[src/rtl/pit_pkg.sv]
// Interval timer shared definitions
// Bus and count widths, plus the control word field encodings
// used by every block of the counter channel

`default_nettype none

package pit_pkg;

    // One byte on the CPU bus
    typedef logic [7:0] byte_t;

    // Count value as written by software
    typedef logic [15:0] preset_t;

    // Working count with bit 16 standing for 65536
    typedef logic [16:0] count_t;

    // Read/load field of the control word
    typedef logic [1:0] rw_sel_t;

    // Mode field of the control word
    typedef logic [2:0] mode_t;

    localparam rw_sel_t RW_LATCH   = 2'd0;
    localparam rw_sel_t RW_MSB     = 2'd1;
    localparam rw_sel_t RW_LSB     = 2'd2;
    localparam rw_sel_t RW_LSB_MSB = 2'd3;

    localparam mode_t MODE_TERMINAL = 3'd0;
    localparam mode_t MODE_RATE     = 3'd2;

    // Field positions inside the control word
    // The BCD flag sits in bit 0
    localparam int RW_FIELD_LSB   = 4;
    localparam int MODE_FIELD_LSB = 1;

endpackage

`default_nettype wire

[src/rtl/pit_mode_register.sv]
// Timer mode register
// Splits control words into latch commands and new configurations,
// and holds the read/load selection, the mode and the BCD flag

`timescale 1ns/1ps
`default_nettype none

module pit_mode_register import pit_pkg::*; (
    input  logic    clock,
    input  logic    reset,
    input  byte_t   data_in,
    input  logic    write_control,
    output rw_sel_t rw_sel,
    output mode_t   mode,
    output logic    bcd,
    output logic    config_write,
    output logic    latch_cmd
);

    rw_sel_t rw_field;
    mode_t   mode_field;

    assign rw_field   = data_in[RW_FIELD_LSB +: 2];
    assign mode_field = data_in[MODE_FIELD_LSB +: 3];

    assign latch_cmd    = write_control && (rw_field == RW_LATCH);
    assign config_write = write_control && (rw_field != RW_LATCH);

    always_ff @(posedge clock or posedge reset) begin
        if (reset) begin
            rw_sel <= RW_MSB;
            mode   <= MODE_TERMINAL;
            bcd    <= 1'b0;
        end else if (config_write) begin
            rw_sel <= rw_field;
            // Mode 6 behaves as mode 2
            if (mode_field[1:0] == 2'b10)
                mode <= MODE_RATE;
            else
                mode <= mode_field;
            bcd    <= data_in[0];
        end
    end

    // A latch command leaves the configuration alone
    a_latch_keeps_config: assert property (@(posedge clock) disable iff (reset)
        latch_cmd |=> ($stable(rw_sel) && $stable(mode) && $stable(bcd)));

endmodule

`default_nettype wire

[src/rtl/pit_preset_loader.sv]
// Timer preset loader
// Builds the 16-bit preset from one or two bus byte writes,
// flags a pending load for the next counter clock edge and
// arms counting once the preset is complete

`timescale 1ns/1ps
`default_nettype none

module pit_preset_loader import pit_pkg::*; (
    input  logic    clock,
    input  logic    reset,
    input  byte_t   data_in,
    input  logic    write_counter,
    input  logic    config_write,
    input  rw_sel_t rw_sel,
    input  logic    count_edge,
    output count_t  preset_load,
    output logic    load_pending,
    output logic    counting
);

    preset_t preset;
    preset_t preset_masked;
    logic    write_step;
    logic    write_msb;

    // Second byte of a two-byte write goes to the top half
    assign write_msb = (rw_sel == RW_MSB) || ((rw_sel == RW_LSB_MSB) && write_step);

    always_ff @(posedge clock) begin
        if (write_counter) begin
            if (write_msb)
                preset[15:8] <= data_in;
            else
                preset[7:0] <= data_in;
        end
    end

    always_ff @(posedge clock or posedge reset) begin
        if (reset)
            write_step <= 1'b0;
        else if (config_write)
            write_step <= 1'b0;
        else if (write_counter && (rw_sel == RW_LSB_MSB))
            write_step <= ~write_step;
    end

    always_ff @(posedge clock or posedge reset) begin
        if (reset) begin
            counting <= 1'b0;
        end else if (config_write) begin
            counting <= 1'b0;
        end else if (write_counter) begin
            // Two-byte writes stop the count until the MSB arrives
            if (rw_sel == RW_LSB_MSB)
                counting <= write_step;
            else
                counting <= 1'b1;
        end
    end

    always_ff @(posedge clock or posedge reset) begin
        if (reset)
            load_pending <= 1'b0;
        else if (write_counter)
            load_pending <= 1'b1;
        else if (count_edge)
            load_pending <= 1'b0;
    end

    always_comb begin
        case (rw_sel)
            RW_MSB:  preset_masked = {preset[15:8], 8'h00};
            RW_LSB:  preset_masked = {8'h00, preset[7:0]};
            default: preset_masked = preset;
        endcase
        // A zero preset counts the full 65536
        preset_load = {(preset_masked == 16'h0000), preset_masked};
    end

    // Counting is never armed halfway through a two-byte preset
    a_armed_after_msb: assert property (@(posedge clock) disable iff (reset)
        (counting && (rw_sel == RW_LSB_MSB)) |-> !write_step);

endmodule

`default_nettype wire

[src/rtl/pit_count_engine.sv]
// Timer count engine
// Samples the counter clock and gate, decrements the count in
// binary or BCD on each counter clock falling edge, reloads the
// preset and drives the output pin for modes 0 and 2

`timescale 1ns/1ps
`default_nettype none

module pit_count_engine import pit_pkg::*; (
    input  logic   clock,
    input  logic   reset,
    input  logic   counter_clock,
    input  logic   counter_gate,
    input  mode_t  mode,
    input  logic   bcd,
    input  count_t preset_load,
    input  logic   load_pending,
    input  logic   counting,
    output count_t count,
    output logic   count_edge,
    output logic   counter_out
);

    logic   clock_sample;
    logic   clock_prev;
    logic   gate_sample;
    count_t count_dec;
    count_t count_next;

    function automatic count_t decrement(input count_t value, input logic is_bcd);
        count_t result;
        logic   borrow;
        result = value;
        borrow = 1'b1;
        if (value == '0) begin
            result = '0;
        end else if (!is_bcd) begin
            result = value - 17'd1;
        end else begin
            // Ripple the borrow through four decimal digits
            for (int d = 0; d < 4; d++) begin
                if (borrow) begin
                    if (value[4*d +: 4] == 4'd0) begin
                        result[4*d +: 4] = 4'd9;
                    end else begin
                        result[4*d +: 4] = value[4*d +: 4] - 4'd1;
                        borrow = 1'b0;
                    end
                end
            end
            if (borrow)
                result[16] = 1'b0;
        end
        return result;
    endfunction

    always_ff @(posedge clock or posedge reset) begin
        if (reset) begin
            clock_sample <= 1'b0;
            clock_prev   <= 1'b0;
            gate_sample  <= 1'b0;
        end else begin
            clock_sample <= counter_clock;
            clock_prev   <= clock_sample;
            gate_sample  <= counter_gate;
        end
    end

    assign count_edge = clock_prev && !clock_sample;
    assign count_dec  = decrement(count, bcd);

    always_comb begin
        count_next = count;
        case (mode)
            MODE_TERMINAL: begin
                if (gate_sample)
                    count_next = count_dec;
                if (load_pending)
                    count_next = preset_load;
            end
            MODE_RATE: begin
                if (gate_sample)
                    count_next = (count_dec == '0) ? preset_load : count_dec;
                if (load_pending)
                    count_next = preset_load;
            end
            default: count_next = count;
        endcase
    end

    always_ff @(posedge clock or posedge reset) begin
        if (reset) begin
            count       <= '0;
            counter_out <= 1'b0;
        end else if (!counting) begin
            count <= '0;
            if (mode == MODE_TERMINAL)
                counter_out <= 1'b0;
            else if (mode == MODE_RATE)
                counter_out <= 1'b1;
        end else if (count_edge) begin
            count <= count_next;
            if (mode == MODE_TERMINAL)
                counter_out <= (count_next == '0);
            else if (mode == MODE_RATE)
                counter_out <= !(gate_sample && (count_next == 17'd1));
        end else if ((mode == MODE_RATE) && !gate_sample) begin
            counter_out <= 1'b1;
        end
    end

    a_bcd_digits: assert property (@(posedge clock) disable iff (reset)
        (bcd && counting) |-> (count[3:0] <= 4'd9 && count[7:4] <= 4'd9 &&
                               count[11:8] <= 4'd9 && count[15:12] <= 4'd9));

endmodule

`default_nettype wire

[src/rtl/pit_readback_latch.sv]
// Timer read-back latch
// Keeps a copy of the count that follows the live value until a
// latch command freezes it, and returns it one byte per read

`timescale 1ns/1ps
`default_nettype none

module pit_readback_latch import pit_pkg::*; (
    input  logic    clock,
    input  logic    reset,
    input  logic    read_counter,
    input  logic    latch_cmd,
    input  logic    config_write,
    input  rw_sel_t rw_sel,
    input  count_t  count,
    output byte_t   data_out
);

    logic   read_prev;
    logic   read_done;
    logic   read_step;
    logic   read_msb;
    logic   last_byte;
    logic   latched_flag;
    count_t count_latched;

    always_ff @(posedge clock or posedge reset) begin
        if (reset)
            read_prev <= 1'b0;
        else
            read_prev <= read_counter;
    end

    // Byte is consumed when the read strobe falls
    assign read_done = read_prev && !read_counter;

    assign read_msb  = (rw_sel == RW_MSB) || ((rw_sel == RW_LSB_MSB) && read_step);
    assign last_byte = (rw_sel != RW_LSB_MSB) || read_step;

    always_ff @(posedge clock or posedge reset) begin
        if (reset)
            read_step <= 1'b0;
        else if (config_write)
            read_step <= 1'b0;
        else if (read_done && (rw_sel == RW_LSB_MSB))
            read_step <= ~read_step;
    end

    always_ff @(posedge clock or posedge reset) begin
        if (reset)
            latched_flag <= 1'b0;
        else if (latch_cmd)
            latched_flag <= 1'b1;
        else if (latched_flag && read_done && last_byte)
            latched_flag <= 1'b0;
    end

    always_ff @(posedge clock) begin
        if (!latched_flag)
            count_latched <= count;
    end

    assign data_out = read_msb ? count_latched[15:8] : count_latched[7:0];

endmodule

`default_nettype wire

[src/rtl/pit_counter_top.sv]
// Interval timer counter channel
// One 8253-style counter running on the system clock, built from
// the mode register, preset loader, count engine and read-back latch

`timescale 1ns/1ps
`default_nettype none

module pit_counter_top import pit_pkg::*; (
    input  logic  clock,
    input  logic  reset,
    input  byte_t data_in,
    input  logic  write_control,
    input  logic  write_counter,
    input  logic  read_counter,
    input  logic  counter_clock,
    input  logic  counter_gate,
    output byte_t data_out,
    output logic  counter_out
);

    rw_sel_t rw_sel;
    mode_t   mode;
    logic    bcd;
    logic    config_write;
    logic    latch_cmd;
    count_t  preset_load;
    logic    load_pending;
    logic    counting;
    count_t  count;
    logic    count_edge;

    pit_mode_register u_mode_register (
        .clock         (clock),
        .reset         (reset),
        .data_in       (data_in),
        .write_control (write_control),
        .rw_sel        (rw_sel),
        .mode          (mode),
        .bcd           (bcd),
        .config_write  (config_write),
        .latch_cmd     (latch_cmd)
    );

    pit_preset_loader u_preset_loader (
        .clock         (clock),
        .reset         (reset),
        .data_in       (data_in),
        .write_counter (write_counter),
        .config_write  (config_write),
        .rw_sel        (rw_sel),
        .count_edge    (count_edge),
        .preset_load   (preset_load),
        .load_pending  (load_pending),
        .counting      (counting)
    );

    pit_count_engine u_count_engine (
        .clock         (clock),
        .reset         (reset),
        .counter_clock (counter_clock),
        .counter_gate  (counter_gate),
        .mode          (mode),
        .bcd           (bcd),
        .preset_load   (preset_load),
        .load_pending  (load_pending),
        .counting      (counting),
        .count         (count),
        .count_edge    (count_edge),
        .counter_out   (counter_out)
    );

    pit_readback_latch u_readback_latch (
        .clock         (clock),
        .reset         (reset),
        .read_counter  (read_counter),
        .latch_cmd     (latch_cmd),
        .config_write  (config_write),
        .rw_sel        (rw_sel),
        .count         (count),
        .data_out      (data_out)
    );

endmodule

`default_nettype wire

[config.mk]
export PLATFORM = sky130hd
export DESIGN_NAME = pit_counter_top
export DESIGN_NICKNAME = d
export VERILOG_FILES = /design/src/rtl/pit_pkg.sv /design/src/rtl/pit_mode_register.sv /design/src/rtl/pit_preset_loader.sv /design/src/rtl/pit_count_engine.sv /design/src/rtl/pit_readback_latch.sv /design/src/rtl/pit_counter_top.sv
export SDC_FILE = /design/constraint.sdc
export NUM_CORES = 1
export LEC_CHECK = 0
export ABC_AREA = 1
export ABC_CLOCK_PERIOD_IN_PS = 2900
export CAP_MARGIN = 10
export CELL_PAD_IN_SITES_DETAIL_PLACEMENT = 0
export CELL_PAD_IN_SITES_GLOBAL_PLACEMENT = 1
export CORE_MARGIN = 2
export CORE_UTILIZATION = 47
export DETAILED_ROUTE_END_ITERATION = 8
export DONT_BUFFER_PORTS = 1
export GPL_TIMING_DRIVEN = 0
export PLACE_DENSITY = 0.83
export SYNTH_ARGS = -nofsm -noshare
export SYNTH_HDL_FRONTEND = slang
export SYNTH_SLANG_ARGS = --single-unit
[constraint.sdc]
create_clock -name clock -period 2.9 [get_ports clock]
set_input_delay 0.29 -clock clock [delete_from_list [all_inputs] [get_ports clock]]
set_output_delay 0.29 -clock clock [all_outputs]
set_load 0.02 [all_outputs]
; ---- Yosys cells after proc, flatten, opt, wreduce, memory -nomap -nowiden
; Cells that the tools add are included.
[totals]
regBits = 65
inputBits = 15
[classes]
add_sub_neg = 5
eq_ne = 10
n_mux = 54
bitwise = 3
n_reduce_logical = 39
[ops]
columns = cell, count
row1 = $mux W17, 9
row2 = $logic_not A17 Y1, 3
row3 = $mux W1, 34
row4 = $pmux W17 S2, 1
row5 = $pmux W16 S2, 1
row6 = $mux W4, 7
row7 = $eq A17 B1 Y1 const B, 1
row8 = $sub A17 B1 Y17 const B, 1
row9 = $logic_not A16 Y1, 1
row10 = $logic_not A4 Y1, 4
row11 = $sub A4 B1 Y4 const B, 4
row12 = $logic_and A1 B1 Y1, 12
row13 = $reduce_bool A2 Y1, 6
row14 = $mux W8, 1
row15 = $eq A2 B2 Y1 const B, 3
row16 = $logic_not A1 Y1, 4
row17 = $ne A2 B2 Y1 const B, 2
row18 = $reduce_and A2 Y1, 2
row19 = $eq A3 B2 Y1 const B, 1
row20 = $logic_not A3 Y1, 1
row21 = $logic_or A1 B1 Y1, 3
row22 = $mux W3, 1
row23 = $ne A3 B1 Y1 const B, 1
row24 = $ne A3 B2 Y1 const B, 1
row25 = other kinds (5), 7

; ---- Longest topological paths before layout
; Gate-level depths: netlist of run 1.
[logic_depth]
ltp_word = 28
mapped_depth = 27
ltp_nobuf = 27

; ---- Modules after synthesis
; Synthesis of run 1 repeated with hierarchy kept, for this count alone.
[hier_totals]
hier_cells = 738
hier_area_um2 = 4928.5
[by_module_without_submodules]
columns = mod, n_inst, cells_each, area_per_inst_um2, seq_area_each_um2
row1 = pit_count_engine, 1, 547, 2995.4, 525.5
row2 = pit_preset_loader, 1, 93, 890.9, 555.5
row3 = pit_readback_latch, 1, 65, 772.0, 555.5
row4 = pit_mode_register, 1, 33, 270.3, 151.4

; ---- Least setup slack after synthesis of run 1
; No wires, ideal clock.
[synth_path]
path_type = reg-to-reg
from = register u_count_engine.count[0]
to = register u_count_engine.counter_out
arrival_ns = 2.500
required_ns = 2.778
setup_slack_ns = 0.278
path_stages_with_launch = 24
n_path_buf = 0
period_less_slack_ns = 2.622
path_cell_list = dfrtp_1 -> inv_1 -> ha_1 -> nand2_1 -> nor2_4 -> nand2_4 -> nor2_8 -> nand3_4 -> nand3_2 -> nand2_1 -> nor2_2 -> nand2_2 -> nor2_8 -> nand2_4 -> nor2_8 -> nand3_1 -> nand3_1 -> o21ai_1 -> nand2_1 -> nand3_1 -> nor2_1 -> nand3_1 -> nand2_1 -> a21oi_2
[synth_via]
elab_chain_cells = 28
[synth_rtl]
columns = item, line
row1 = from (decl), pit_count_engine.sv:19  ; output count_t count,
row2 = from (signal assigned), pit_count_engine.sv:102  ; count <= count_next;
row3 = $logic_not A4 Y1, pit_count_engine.sv:43  ; if (value[4*d +: 4] == 4'd0) begin
row4 = $mux W1, pit_count_engine.sv:43
row5 = $mux W1, pit_count_engine.sv:37  ; end else if (!is_bcd) begin
row6 = $mux W1, pit_count_engine.sv:35  ; if (value == '0) begin
row7 = $mux W1, pit_count_engine.sv:42  ; if (borrow) begin
row8 = $mux W1, pit_count_engine.sv:37
row9 = $mux W1, pit_count_engine.sv:35
row10 = $mux W1, pit_count_engine.sv:42
row11 = (+12 left out), --
row12 = $pmux W17 S2 *, pit_count_engine.sv:74  ; case (mode)
row13 = $eq A17 B1 Y1, pit_count_engine.sv:106  ; counter_out <= !(gate_sample && (count_next == 17'd1));
row14 = $logic_and A1 B1 Y1, pit_count_engine.sv:106
row15 = $logic_not A1 Y1, pit_count_engine.sv:106
row16 = $mux W1, pit_count_engine.sv:105  ; else if (mode == MODE_RATE)
row17 = $mux W1 *, pit_count_engine.sv:103  ; if (mode == MODE_TERMINAL)
row18 = $mux W1 *, pit_count_engine.sv:101  ; end else if (count_edge) begin
row19 = $mux W1 *, pit_count_engine.sv:95  ; end else if (!counting) begin
row20 = to (signal assigned), pit_count_engine.sv:104  ; counter_out <= (count_next == '0);
row21 = to (signal assigned), pit_count_engine.sv:106
row22 = to (decl), pit_count_engine.sv:21  ; output logic counter_out
; Mark *: on every way between the ends. The rest lies on a longest branch, timed or not. The select of a mux whose other input is x is not followed.
; A chain may end at the register's enable or synchronous reset.

; ---- Final worst setup path of run 1
[layout_path]
from = register u_count_engine.count[1]
to = register u_count_engine.counter_out
; Same word-level chain as after synthesis.

==> run summary, run 1 <==
final core utilization - 0.612
Synth Register Bits - 65
Slew headroom - 0.485
Comb pwr share - 0.486
HPWL after detailed placement - 11700 um
status - finished with violations
clock share of power - 0.224
clock-pin slew on the worst setup and hold paths - 80 ps
nature of the critical path startpoint - flop
initial antenna violation count - 0
hold-critical path depth - 0
r2r setup slk - -100 ps
Crit Path Class - reg2reg
total congestion overflow - 0
Setup WS post-layout - -101 ps
clock latency on the worst-skew pair - 350 ps
Syn Std Cell Area - 0.00462 mm^2
CP cell instances - inv_2, ha_4, nand2_4, nor2_4, nand2_4, nor2_8, nand3_4, nand3_4, nand2_4, nor2_4, nand2_4, nor2_8, nand2_4, nor2_8, nand3_2, nand3_1, o21ai_1, nand2_1, nand3_1, nor2_1, nand3_2, nand2_2, a21oi_2
wire per inst - 19.0 um
Final ANT Viol Nets - 0
Top Family by Delay on Critical Path - simple AND/OR/NAND/NOR gates
sequential power share - 0.290
Most used DFF post-synth - edfxtp_1
fmax - 0.333 GHz
full die area - 0.0106 mm^2
vias in the first global route - 4620
largest net degree at the start of global routing - 19
hold crit path type - in2reg
post-synthesis cell type count - 41
Leak - 2.79 nW
non-filler cells, final - 854
Final Max Slew Viols - 0
clk sinks - 65
post-placement cell count - 790
Clock Tree Root - clkbuf_8
Fin Hold WS - 33.1 ps
core box area - 0.00964 mm^2
Syn. warnings - 0
DR iter-0 viols - 357
Crit path largest cell delay - 390 ps
Post-Syn Area per Cell - 7.04 um^2
global-route wire length before repair - 24400 um
Net Count, Synth - 676
CTS buffer count - 9
Worst setup EP type - flop
Die Y - 103 um
VDD IR max - 0.000536 V
Worst EP required - 3150 ps
vias - 4782
Top-Level Pins - 24
internal power - 2.21 mW
P_sw - 1.67 mW
CTS tree - yes
minimum clock period - 3000 ps
Post-Syn Instances - 656
IO buf count - 0
fin crit share - 1.03
routed wire length - 16200 um
Syn-to-layout area delta - 27.7%
Die X-Extent - 103 um
Sw Ratio - 0.430
crit-path max FO - 7
Initial Util - 0.479
fillers - 936
r2r worst-path depth - 23
Post-route DRC - 0
Final Cell Area - 0.00590 mm^2
MaxCap Viol Count - 0
number of enable flip-flop cells after synthesis - 32
Final GP Congestion - 0.994
violated checks - setup timing
Buffers & Inverters on Critical Path - 1
Cell Rows - 36
Final Hold Fails - 0
Synth async-reset ratio - 0.508
RSZ-0062 raised after global routing - true
critical path depth - 23
All-Layer GR Usage - 0.316
H-tree depth - 3
critical path's slowest cell - dfrtp_1
critical path arrival - 3250 ps
sequential fraction of the synthesis area - 0.387
drt via density - 5.60
Final nets - 736
cell mode on critical path - nand2_4
PD cells - 658 mW/mm^2
# diodes - 0
measured slew at the worst slew-check pin - 771 ps
clk buf depth - 2
# setup viols final - 1
share of layout cells above drive strength 1 - 0.265
drt pass-1 iters - 5
placed cell area - 0.00481 mm^2
Layout Skew - 13.5 ps
## area by class of cell
| cell class | count | area, um^2 | area share |
|---|---|---|---|
| inverters | 91 | 353 | 0.0598 |
| clock inverters | 7 | 93.8 | 0.0159 |
| flip-flops and latches | 65 | 1800 | 0.305 |
| repair buffers | 47 | 394 | 0.0668 |
| well taps | 133 | 166 | 0.0282 |
| clock buffers | 9 | 124 | 0.0210 |
| plain buffers | 16 | 78.8 | 0.0134 |
| multi-input cells | 486 | 2890 | 0.490 |
## synthesized netlist by cell type, drive strengths merged (2+ instances only)
cell	number	share of area
a211oi	3	0.0049
a21oi	29	0.033
a22oi	2	0.0032
buf	4	0.0038
clkbuf	12	0.0097
clkinv	3	0.0024
dfrtp	32	0.17
edfxtp	32	0.21
ha	5	0.014
inv	88	0.071
mux2	8	0.019
nand2	191	0.16
nand3	66	0.081
nand4	13	0.018
nor2	91	0.095
nor3	2	0.0022
nor4	4	0.0054
o211ai	2	0.0032
o21ai	46	0.050
o221ai	2	0.0038
o22ai	9	0.012
xor2	4	0.0076
## what timing repair did
item,4_1_cts,5_1_grt
gates cloned,1,1
buffers inserted,22,21
hold buffers,4,0
pin swaps,27,39
hold endpoints to repair,18,0
gates resized for setup,69,71
setup endpoints to repair,11,21
## kinds of logic after synthesis
logic type	count (synthesis)	share of synthesized area
mux	8	0.0195
simple gates	368	0.364
compound gates	99	0.121
xor+xnor	4	0.00758
flops	65	0.387
buf+inv	107	0.0875
fa+ha+maj	5	0.0135
## worst paths after layout
| check | from | endpoint |
|---|---|---|
| max | u_count_engine.count[1] | u_count_engine.counter_out |
| min | data_in[5] | u_preset_loader.preset[5] |
| max reg2reg | u_count_engine.count[1] | u_count_engine.counter_out |
| min reg2reg | u_count_engine.clock_sample | u_count_engine.clock_prev |
| max in group asynchronous | reset | u_mode_register.rw_sel[0] |
| min in group asynchronous | reset | u_count_engine.count[4] |
## per-stage QoR
step	power, mW	setup slack, ps	TNS (ps)
2_1_floorplan	2.14	278	0
3_3_place_gp	2.46	-409	-799
3_5_place_dp	2.49	-486	-1190
4_1_cts	3.61	-111	-111
5_1_grt	4.09	-300	-539
6_report	3.88	-101	-101
## power groups by stage
stage	Clock, mW	Combinational [mW]	Sequential (mW)
finish	0.868	1.89	1.13
global route	0.920	2.04	1.13
CTS	0.878	1.60	1.13
detailed placement	0	1.34	1.14
global placement	0	1.32	1.14
floorplan	0	1.02	1.12
## routing by layer
| metal | global-route usage | up-vias | wire length, um |
|---|---|---|---|
| met5 | 0 | - | 0 |
| li1 | - | 2272 | - |
| met3 | 0.0624 | 58 | 1150 |
| met2 | 0.540 | 205 | 7940 |
| met4 | 0.157 | 0 | 818 |
| met1 | 0.378 | 2247 | 6330 |
## cells in the final DEF (no fill, tap or decap), types with 5 or more instances in the layout
cell type,count
a21oi_1,23
a21oi_2,6
buf_4,40
clkbuf_1,10
clkbuf_8,9
dfrtp_1,21
dfrtp_2,11
edfxtp_1,32
inv_1,81
inv_2,5
mux2_2,8
nand2_1,163
nand2_2,19
nand2_4,9
nand3_1,38
nand3_2,19
nand3_4,11
nand4_1,13
nor2_1,62
nor2_2,7
nor2_4,19
o21ai_0,36
o21ai_1,7
o22ai_1,9
## flip-flops by register name, summed over array words and instances, names as in the netlist
name,cells
u_count_engine.count,17
u_preset_loader.preset,16
u_readback_latch.count_latched,16
u_mode_register.mode,3
u_mode_register.rw_sel,2
u_count_engine.clock_prev,1
u_count_engine.clock_sample,1
u_count_engine.counter_out,1
u_count_engine.gate_sample,1
u_mode_register.bcd,1
u_preset_loader.counting,1
u_preset_loader.load_pending,1
u_preset_loader.write_step,1
u_readback_latch.latched_flag,1
u_readback_latch.read_prev,1
u_readback_latch.read_step,1
Note: power is estimated with default switching activity, not from simulation.
==> run 2, diff against run 1 <==
==> constraint.sdc (replaced) <==
create_clock -name clock -period 2.9 [get_ports clock]
set_input_delay 0.58 -clock clock [delete_from_list [all_inputs] [get_ports clock]]
set_output_delay 0.58 -clock clock [all_outputs]
set_load 0.02 [all_outputs]
==> run 2 against run 1 <==
Net effect: the flow still finishes with violations (setup timing); global-route usage down 0.33 points; wire length down 3.1%; die area unchanged; register-to-register slack worse by 50 ps; clock power up 0.5%; flip-flop and latch count unchanged; combinational power down 12%; setup slack worse by 47 ps; count of clock-buffer cells in the layout unchanged; critical endpoint unchanged; largest cell class unchanged.
==> run summary, run 2 (synthesis results as in run 1) <==
minimum clock period - 3050 ps
status - finished with violations
critical path arrival - 3340 ps
r2r worst-path depth - 23
vias in the first global route - 4495
Final Hold Fails - 0
Layout Skew - 12.7 ps
Final ANT Viol Nets - 0
Final Power - 3.65 mW
Buffers & Inverters on Critical Path - 1
hold crit path type - in2async
vias - 4682
Setup WS post-layout - -148 ps
r2r setup slk - -150 ps
Leak - 2.64 nW
Syn-to-layout area delta - 19.5%
# diodes - 0
full die area - 0.0106 mm^2
HPWL after detailed placement - 11700 um
CP cell instances - inv_2, nand2_4, nor2_4, nand2_4, nor2_8, nand3_4, nand3_4, nand2_2, nor2_2, nand2_2, nor2_8, nand2_4, nor2_8, nand3_1, nand3_1, nand2_1, nand2_2, nor2_1, nand3_1, nor2_4, nand3_1, nand2_1, a21oi_2
MaxCap Viol Count - 0
Biggest register - u_count_engine.count
total congestion overflow - 0
fin crit share - 1.05
RSZ-0062 raised after global routing - true
share of layout cells above drive strength 1 - 0.209
largest registers - u_count_engine.count: 17 flops, u_preset_loader.preset: 16 flops, u_readback_latch.count_latched: 16 flops
critical path's slowest cell - dfrtp_2
CTS tree - yes
placed cell area - 0.00481 mm^2
routed wire length - 15700 um
clock-pin slew on the worst setup and hold paths - 80 ps
IO buf count - 0
post-placement cell count - 790
global-route wire length before repair - 24100 um
Final GP Congestion - 0.994
All-Layer GR Usage - 0.313
Slew headroom - 0.498
fmax - 0.328 GHz
clk sinks - 65
final core utilization - 0.573
PD cells - 662 mW/mm^2
Worst EP required - 3190 ps
core box area - 0.00964 mm^2
r2r endpoint - u_count_engine.counter_out
setup TNS - -148 ps
Die Y - 103 um
Crit path largest cell delay - 470 ps
nature of the critical path startpoint - flop
initial antenna violation count - 0
drt via density - 5.63
most frequent cells in the layout - 171 x nand2_1, 82 x inv_1, 65 x nor2_1
max reg flops - 17
cell mode on critical path - nand3_1
Final Cell Area - 0.00552 mm^2
violated checks - setup timing
Top Family by Delay on Critical Path - simple AND/OR/NAND/NOR gates
DR iter-0 viols - 405
Clock Tree Root - clkbuf_8
Critical Path Source - u_count_engine.count[2]
clk buf depth - 2
Die X-Extent - 103 um
Initial Util - 0.479
Crit Path Class - reg2reg
Final Max Slew Viols - 0
crit-path max FO - 7
clock latency on the worst-skew pair - 350 ps
Post-route DRC - 0
VDD IR max - 0.000530 V
largest net degree at the start of global routing - 19
most common cell after layout, fill and taps aside - nand2_1
measured slew at the worst slew-check pin - 752 ps
reg2reg start - u_count_engine.count[2]
H-tree depth - 3
non-filler cells, final - 832
Final nets - 714
wire per inst - 18.9 um
# setup viols final - 1
Top-Level Pins - 24
Worst setup EP type - flop
drt pass-1 iters - 5
CTS buffer count - 9
Cell Rows - 36
==> run 2: changes by cell type in the layout (fill, tap and decap cells not counted), moves of 5 or more <==
cell,previous run,this run
buf_4,40,27
nand2_1,163,171
nand3_1,38,46
nand3_4,11,6
==> run 2: area by class of cell <==
| type | count | area [um^2] |
|---|---|---|
| inverters | 91 | 345 |
| clock buffers | 9 | 124 |
| clock inverters | 7 | 93.8 |
| well taps | 133 | 166 |
| multi-input cells | 485 | 2710 |
| plain buffers | 16 | 70.1 |
| flip-flops and latches | 65 | 1800 |
| fillers | 970 | 4120 |
| repair buffers | 26 | 215 |
==> run 2: how the worst max path moves through the flow <==
stage / endpoint / slack, ps / cells past startpoint
after floorplan: u_count_engine.counter_out / 280 / 23
after global placement: u_count_engine.counter_out / -410 / 24
after detailed placement: u_count_engine.counter_out / -490 / 24
after CTS: u_count_engine.counter_out / -160 / 24
after global routing: u_count_engine.counter_out / -350 / 22
final: u_count_engine.counter_out / -150 / 23
==> run 2: worst reg2reg max path: stages, from the launching register on <==
cell     delay [ps]
dfrtp_2         470
inv_2           180
nand2_4          70
nor2_4          180
nand2_4         110
nor2_8          150
nand3_4         180
nand3_4         150
nand2_2          50
nor2_2          100
nand2_2         100
nor2_8          170
nand2_4          80
nor2_8          180
nand3_1          90
nand3_1          70
nand2_1          80
nand2_2          90
nor2_1           50
nand3_1         110
nor2_4           70
nand3_1          70
nand2_1          60
a21oi_2         130
==> run 2: power breakdown <==
group	internal, mW	total [mW]	switching, mW
logic	0.543	1.66	1.11
registers	1.06	1.13	0.0646
clock network	0.484	0.872	0.388
==> run 2: stage by stage <==
stage	worst slack [ps]	hold slack, ps
global route	-350	232
finish	-148	241
floorplan	278	354
detailed placement	-486	373
CTS	-161	238
global placement	-409	360
==> run 2: metal layers <==
layer  GRT usage  part of all wire  up-vias
li1            -                 -     2230
met1       0.377              0.40     2203
met2       0.526              0.49      197
met3      0.0610             0.065       52
met4       0.168             0.046        0
met5           0                 0        -
==> run 2: repair_timing <==
item	CTS	global route
resized for setup	43	47
buffers inserted	14	11
pin swaps	13	17
hold buffers	0	0
setup endpoints to repair	19	15
gates cloned	1	0
